### src/include/bankedRam_config.svh
/*
 * Configuration macros for the banked block RAM
 * Entry count, entry width, port counts and bank count
 */

`ifndef BANKED_RAM_CONFIG_SVH
`define BANKED_RAM_CONFIG_SVH

// Total number of entries over all banks
`define BR_ENTRY_NUM 64
// Width of one stored word
`define BR_ENTRY_BITS 32

`define BR_READ_NUM 2
`define BR_WRITE_NUM 2

// Power of two, at least the larger port count, divides BR_ENTRY_NUM
`define BR_BANK_NUM 2

`endif

### src/hw/bankedRamPkg.sv
/*
 * Shared types of the banked block RAM
 * Address, row, value, request and grant types, plus address slicing helpers
 */

`default_nettype none

`include "bankedRam_config.svh"

package bankedRamPkg;

    localparam int ADDR_BITS = $clog2(`BR_ENTRY_NUM);
    localparam int BANK_BITS = $clog2(`BR_BANK_NUM);
    localparam int ROW_BITS = ADDR_BITS - BANK_BITS;
    localparam int MAX_PORTS = (`BR_READ_NUM > `BR_WRITE_NUM) ? `BR_READ_NUM : `BR_WRITE_NUM;
    localparam int PORT_BITS = (MAX_PORTS > 1) ? $clog2(MAX_PORTS) : 1;

    typedef logic [ADDR_BITS-1:0] BrAddr;
    typedef logic [BANK_BITS-1:0] BrBank;
    typedef logic [ROW_BITS-1:0] BrRow;
    typedef logic [`BR_ENTRY_BITS-1:0] BrValue;
    typedef logic [PORT_BITS-1:0] BrPort;

    typedef struct packed {
        logic we;
        BrAddr addr;
        BrValue value;
    } WriteReq;

    typedef struct packed {
        logic we;
        BrRow row;
        BrValue value;
    } BankWrite;

    typedef struct packed {
        logic valid;
        BrPort port;
    } BankGrant;

    // Banks are interleaved on the low address bits
    function automatic BrBank bankOf(input BrAddr addr);
        return addr[BANK_BITS-1:0];
    endfunction

    function automatic BrRow rowOf(input BrAddr addr);
        return addr[ADDR_BITS-1:BANK_BITS];
    endfunction

endpackage

`default_nettype wire

### src/hw/bankScheduler.sv
/*
 * Bank scheduler
 * Grants each bank to the lowest-numbered write and read port addressing it
 * and registers the collision flags
 */

`timescale 1ns/1ns
`default_nettype none

`include "bankedRam_config.svh"

module bankScheduler import bankedRamPkg::*; (
    input  logic     clk,
    input  logic     rst,
    input  WriteReq  writeReq[`BR_WRITE_NUM],
    input  BrAddr    readAddr[`BR_READ_NUM],
    output BankGrant writeGrant[`BR_BANK_NUM],
    output BankGrant readGrant[`BR_BANK_NUM],
    output logic     writeConflict,
    output logic     readConflict
);

    logic writeClash;
    logic readClash;

    // Scan from the highest port down so the lowest matching port is left standing
    always_comb begin
        for (int b = 0; b < `BR_BANK_NUM; b++) begin
            writeGrant[b] = '0;
            for (int p = `BR_WRITE_NUM - 1; p >= 0; p--) begin
                if (writeReq[p].we && bankOf(writeReq[p].addr) == BrBank'(b)) begin
                    writeGrant[b].valid = 1'b1;
                    writeGrant[b].port = BrPort'(p);
                end
            end

            // Reads have no enable, every port requests every cycle
            readGrant[b] = '0;
            for (int p = `BR_READ_NUM - 1; p >= 0; p--) begin
                if (bankOf(readAddr[p]) == BrBank'(b)) begin
                    readGrant[b].valid = 1'b1;
                    readGrant[b].port = BrPort'(p);
                end
            end
        end
    end

    // Any pair of ports landing on one bank is a collision
    always_comb begin
        writeClash = 1'b0;
        for (int i = 0; i < `BR_WRITE_NUM; i++) begin
            for (int j = i + 1; j < `BR_WRITE_NUM; j++) begin
                if (writeReq[i].we && writeReq[j].we &&
                    bankOf(writeReq[i].addr) == bankOf(writeReq[j].addr)) begin
                    writeClash = 1'b1;
                end
            end
        end

        readClash = 1'b0;
        for (int i = 0; i < `BR_READ_NUM; i++) begin
            for (int j = i + 1; j < `BR_READ_NUM; j++) begin
                if (bankOf(readAddr[i]) == bankOf(readAddr[j])) begin
                    readClash = 1'b1;
                end
            end
        end
    end

    // One flag cycle per colliding request cycle
    always_ff @(posedge clk) begin
        if (rst) begin
            writeConflict <= 1'b0;
            readConflict <= 1'b0;
        end else begin
            writeConflict <= writeClash;
            readConflict <= readClash;
        end
    end

endmodule

`default_nettype wire

### src/hw/bankedRam.sv
/*
 * Banked block RAM top level
 * Scheduler, write and read routers and the interleaved banks
 */

`timescale 1ns/1ns
`default_nettype none

`include "bankedRam_config.svh"

module bankedRam import bankedRamPkg::*; (
    input  logic    clk,
    input  logic    rst,
    input  WriteReq writeReq[`BR_WRITE_NUM],
    input  BrAddr   readAddr[`BR_READ_NUM],
    output BrValue  readValue[`BR_READ_NUM],
    output logic    writeConflict,
    output logic    readConflict
);

    BankGrant writeGrant[`BR_BANK_NUM];
    BankGrant readGrant[`BR_BANK_NUM];
    BankWrite bankWrite[`BR_BANK_NUM];
    BrRow     bankReadRow[`BR_BANK_NUM];
    BrValue   bankReadValue[`BR_BANK_NUM];

    bankScheduler scheduler (
        .clk           (clk),
        .rst           (rst),
        .writeReq      (writeReq),
        .readAddr      (readAddr),
        .writeGrant    (writeGrant),
        .readGrant     (readGrant),
        .writeConflict (writeConflict),
        .readConflict  (readConflict)
    );

    writeRouter wrRouter (
        .writeReq   (writeReq),
        .writeGrant (writeGrant),
        .bankWrite  (bankWrite)
    );

    readRouter rdRouter (
        .clk           (clk),
        .readAddr      (readAddr),
        .readGrant     (readGrant),
        .bankReadRow   (bankReadRow),
        .bankReadValue (bankReadValue),
        .readValue     (readValue)
    );

    // Bank b holds the entries whose low address bits equal b
    for (genvar b = 0; b < `BR_BANK_NUM; b++) begin : genBank
        blockBank bank (
            .clk       (clk),
            .bankWrite (bankWrite[b]),
            .readRow   (bankReadRow[b]),
            .readValue (bankReadValue[b])
        );
    end

endmodule

`default_nettype wire

### src/hw/blockBank.sv
/*
 * One bank of the banked RAM
 * Simple dual-port block RAM, read-first, registered read output
 */

`timescale 1ns/1ns
`default_nettype none

`include "bankedRam_config.svh"

module blockBank import bankedRamPkg::*; (
    input  logic     clk,
    input  BankWrite bankWrite,
    input  BrRow     readRow,
    output BrValue   readValue
);

    localparam int DEPTH = `BR_ENTRY_NUM / `BR_BANK_NUM;

    BrValue mem[DEPTH];

    // Read and write share one block so a same-row read sees the old word
    always_ff @(posedge clk) begin
        readValue <= mem[readRow];
        if (bankWrite.we) begin
            mem[bankWrite.row] <= bankWrite.value;
        end
    end

endmodule

`default_nettype wire

### src/hw/readRouter.sv
/*
 * Read router
 * Steers granted read rows to the banks and returns bank data
 * to each read port one cycle later
 */

`timescale 1ns/1ns
`default_nettype none

`include "bankedRam_config.svh"

module readRouter import bankedRamPkg::*; (
    input  logic     clk,
    input  BrAddr    readAddr[`BR_READ_NUM],
    input  BankGrant readGrant[`BR_BANK_NUM],
    output BrRow     bankReadRow[`BR_BANK_NUM],
    input  BrValue   bankReadValue[`BR_BANK_NUM],
    output BrValue   readValue[`BR_READ_NUM]
);

    // Bank each port addressed in the previous cycle
    BrBank portBankQ[`BR_READ_NUM];

    // Row of the winning port, row 0 on an idle bank
    always_comb begin
        for (int b = 0; b < `BR_BANK_NUM; b++) begin
            if (readGrant[b].valid) begin
                bankReadRow[b] = rowOf(readAddr[readGrant[b].port]);
            end else begin
                bankReadRow[b] = '0;
            end
        end
    end

    always_ff @(posedge clk) begin
        for (int p = 0; p < `BR_READ_NUM; p++) begin
            portBankQ[p] <= bankOf(readAddr[p]);
        end
    end

    // A losing port picks up whatever its bank read for the winner
    always_comb begin
        for (int p = 0; p < `BR_READ_NUM; p++) begin
            readValue[p] = bankReadValue[portBankQ[p]];
        end
    end

endmodule

`default_nettype wire

### src/hw/writeRouter.sv
/*
 * Write router
 * Places the granted write request of each bank on that bank's write port
 */

`timescale 1ns/1ns
`default_nettype none

`include "bankedRam_config.svh"

module writeRouter import bankedRamPkg::*; (
    input  WriteReq  writeReq[`BR_WRITE_NUM],
    input  BankGrant writeGrant[`BR_BANK_NUM],
    output BankWrite bankWrite[`BR_BANK_NUM]
);

    WriteReq chosen;

    always_comb begin
        for (int b = 0; b < `BR_BANK_NUM; b++) begin
            // Port field is zero without a grant, so data is port 0's and ignored
            chosen = writeReq[writeGrant[b].port];
            bankWrite[b].we = writeGrant[b].valid;
            bankWrite[b].row = rowOf(chosen.addr);
            bankWrite[b].value = chosen.value;
        end
    end

endmodule

`default_nettype wire

### config.mk
export PLATFORM = sky130hd
export DESIGN_NAME = bankedRam
export DESIGN_NICKNAME = d
export VERILOG_FILES = /design/src/hw/bankedRamPkg.sv /design/src/hw/bankScheduler.sv /design/src/hw/bankedRam.sv /design/src/hw/blockBank.sv /design/src/hw/readRouter.sv /design/src/hw/writeRouter.sv
export VERILOG_INCLUDE_DIRS = /design/src /design/src/include
export SDC_FILE = /design/constraint.sdc
export NUM_CORES = 2
export LEC_CHECK = 0
export CORE_AREA = 3 3 316 630
export DETAILED_ROUTE_END_ITERATION = 8
export DIE_AREA = 0 0 319 633
export DONT_BUFFER_PORTS = 1
export PLACE_DENSITY = 0.59
export SYNTH_ARGS = -nofsm -noshare
export SYNTH_HDL_FRONTEND = slang
export SYNTH_HIERARCHICAL = 1
export SYNTH_SLANG_ARGS = --single-unit
### constraint.sdc
create_clock -name clk -period 7.6 [get_ports clk]
set_input_delay 0.38 -clock clk [delete_from_list [all_inputs] [get_ports clk]]
set_output_delay 0.38 -clock clk [all_outputs]
set_load 0.02 [all_outputs]
==> results.md <==
- The number of fill cells in the layout is 16000.
- The critical path ends at genBank[0].bank/mem[9][17].
- For this run, the share of the core covered by cells in the final layout is 0.476.
- The highest-delay cell along the critical path is nor2_4.
- Setup repair after global routing left no endpoint under its margin.
- After routing the design area is 0.0926 mm^2.
- The die height is 633 um.
- The first TritonRoute pass finished after 8 iterations.
- The library cell occupying the most area in the post-synthesis netlist is edfxtp_1.
- The number of global-route vias before repair is 43800.
- The standard cell area after detailed placement is 0.0865 mm^2.
- Across every metal layer, demand over resource in global routing totals 0.223.
- The worst setup slack after layout is 4090 ps.
- The I/O pin total is 158.
- The share of synthesized area in the top cell type comes to 0.735.
- STA puts the critical path data required time at 8080 ps.
- The count of buffers inserted at the top-level ports is 0.
- The number of antenna violations at the first check in global routing came to 11.
- Broken down by cell family, the worst path's largest delay share belongs to simple AND/OR/NAND/NOR gates.
- The critical register-to-register path startpoint is genBank[1].bank/mem[5][30].
- The final-report setup violation count is 0.
- Leaving out fill and tap cells, the most frequent cells in the layout are edfxtp_1, mux2i_1, nand2_1, nand3_1.
- The number of buffers and inverters on the critical path is 3.
- The clock period could shrink to 3510 ps.
- The power after layout is 24.9 mW.
- The core region is 0.195 mm^2.
- The number of warnings printed during yosys synthesis is 6.
- In this run, synthesis produced a sequential element count of 2116.
- The synthesized netlist net count is 4818.
- The data arrival time of the critical path is 3990 ps.
- The die covers 0.202 mm^2.
- The largest fanout on the critical path is 20.
- The worst setup path is launched from a primary input.
- Dividing total power by cell area gives a power density of 269 mW/mm^2.
- The number of pins with negative max-slew slack in the final report came to 0.
- The cell count after synthesis came out at 4722.
- Summed over all nets, the half-perimeter wirelength after detailed placement is 124 mm.
- The total clock sinks is 2116.
- The fraction of final layout cells sized beyond drive strength 1 is 0.123.
- The antenna violation net count after detailed routing is 0.
- Sorting the synthesized cells by area gives the leading types as edfxtp_1, mux2i_1, mux2_4.
- The leakage power summed over all cells is 30.8 nW.
- The root buffer selected by CTS is clkbuf_16.
- The critical path starts at writeReq[32].
- For this block, the routed nets add up to 230 mm of wire.
- The largest net degree at the start of global routing is 135.
- The number of cells in the finished layout apart from fillers is 7456.
- The share of the Yosys chip area taken by registers is 0.751.
- Including well taps, the total number of placed cells is 7087.
- Clock latency on the worst-skew pair, taken at its later pin, is 830 ps.
- The first global-routing pass estimated 322 mm of wire.
- The worst hold-check path type is in -> reg.
- The busiest metal layer after global routing is met2.
- Max-cap violations in this run came to 0.
- The number of gates resized after CTS was 0.
- For this run, global-route usage on met2 was measured as 0.414.
- Walking the worst path, the cells encountered are nand2b_1, a21oi_4, buf_4, buf_4, mux2_4, or3b_2, nor2_4, buf_4.
- VDD sags by at most 0.181 mV.
- The worst slew slack as a fraction of its limit is 0.207.
- The global routing met3 resource utilization is 0.0301.
- The synthesized netlist contains 33 unique library cells.
- The via count of the routed design is 43400.
- Across the routed clock network, the largest skew measured is 41.8 ps.
- The most common cell after layout, fill and taps aside is edfxtp_1.
- The most numerous cell on the critical path is buf_4.
- Dividing the detail-routed via count by the number of cells gives 5.82.
- The average cell area after synthesis is 17.7 um^2.
- The setup path with the least slack is of type in -> reg.
- The final layout net count is 4841.
- The global-route track usage on met1 is 0.266.
- The number of endpoints with negative hold slack in the final report was 0.
- The die width is 319 um.
- For the pin with the worst max-slew slack, the measured transition is 1190 ps.
- The critical path capture point type is a flip-flop.
- Dividing the final minimum period by the clock period gives 0.461.
- The worst register-to-register path has a depth of 5.
- The clock-pin slew on the worst setup and hold paths is 70 ps.
- The number of cell rows is 229.
- In this run the cell area of the synthesized design comes to 0.0837 mm^2.
- The worst slack on hold paths is 48.8 ps.
- The worst register-to-register path has a setup slack of 5900 ps.
- The H-tree depth is 4.
- TritonCTS built the clock tree.
- The worst register-to-register path ends at genBank[1].bank/readValue[30].
- The first routing iteration left 3818 violations.
- The flow ran to the end, and the final reports show no timing, DRC or antenna violations.
- In this run the deepest clock path goes through 4 buffers.
- The starting utilization of the core area is 0.430.
- The detail-routed net length per standard cell is 30.8 um.
- The achievable frequency is 0.285 GHz.
- Relative to the synthesized area, the layout overhead comes to 10.7%.
- The instance count on the critical path is 8.
- The final total negative setup slack is 0 ps.
- Routability-driven placement finished with a final weighted congestion of 0.783.
- The residual DRC count is 0.
- The total overflow reported by the global router is 0.
- The longest individual stage delay on the worst path is 760 ps.
- The number of buffers added by the clock tree synthesis step is 186.
- Timing analysis after detailed placement gives a worst setup slack of 3260 ps.
cells in the mapped netlist, drive strengths merged:
master / count
edfxtp: 2048
mux2i: 1034
nand2: 198
nand3: 196
a21oi: 194
a22oi: 192
buf: 178
mux2: 138
a22o: 128
clkbuf: 96
nor2: 69
dfxtp: 68
nor3: 65
a31oi: 64
nor2b: 12
nand3b: 10
inv: 6
or3b: 6
nand2b: 5
ha: 4
and2: 2
and2b: 2
o21ai: 2
or2: 2
or3: 2
xor2: 1
report_power, final:
| part | total, mW | internal (mW) | leakage (nW) | switching, mW |
|---|---|---|---|---|
| registers | 13.3 | 13.1 | 19.0 | 0.164 |
| logic | 2.16 | 0.719 | 8.83 | 1.44 |
| clock network | 9.42 | 5.22 | 2.91 | 4.20 |
| total | 24.9 | 19.1 | 30.8 | 5.80 |
per-layer routing:
layer	share of wire	vias up
li1	-	18700
met1	0.38	22900
met2	0.54	1315
met3	0.052	387
met4	0.032	2
met5	0.000057	-
cell families after synthesis:
kind of cell    after synthesis  share of synthesized area
compound gates              580                     0.0471
fa+ha+maj                     4                   0.000598
flops                      2116                      0.751
buf+inv                     280                     0.0220
mux                        1172                      0.148
xor+xnor                      1                   0.000105
simple gates                569                     0.0311
worst register-to-register path, delay by kind of cell (launching register included):
family | cells | cell delay, ps
compound gates | 2 | 530
mux | 1 | 340
flops | 1 | 370
simple gates | 2 | 280
sequential cells by signal (all words and copies together) (netlist names):
signal,flops
rdRouter/portBankQ,2
scheduler/readConflict,1
scheduler/writeConflict,1
genBank.bank/readValue,64
genBank.bank/mem,2048
cell type report:
type,count,area (um^2),share of cell area
inverter,6,22.5,0.000243
tap,2541,3180,0.0343
multi-input combinational,2326,19500,0.211
clock inverter,103,962,0.0104
timing repair buffer,109,1020,0.0110
clock buffer,230,4980,0.0538
sequential,2116,62900,0.679
antenna,25,62.6,0.000675
worst min path at each step:
stage / start / end / slack [ps] / cells past startpoint
after floorplan: readAddr[6] / rdRouter/portBankQ[0][0] / 410 / 0
after global placement: readAddr[6] / rdRouter/portBankQ[0][0] / 410 / 0
after detailed placement: readAddr[6] / rdRouter/portBankQ[0][0] / 410 / 0
after CTS: writeReq[48] / genBank[1].bank/mem[5][9] / 3 / 1
after global routing: writeReq[48] / genBank[1].bank/mem[15][9] / 40 / 1
final: writeReq[48] / genBank[1].bank/mem[8][9] / 50 / 1
what timing repair did:
action	4_1_cts	5_1_grt
endpoints found under the hold margin	10	0
hold buffers	11	0
buffers inserted	0	0
No activity file was read; power rests on OpenSTA's default activity.
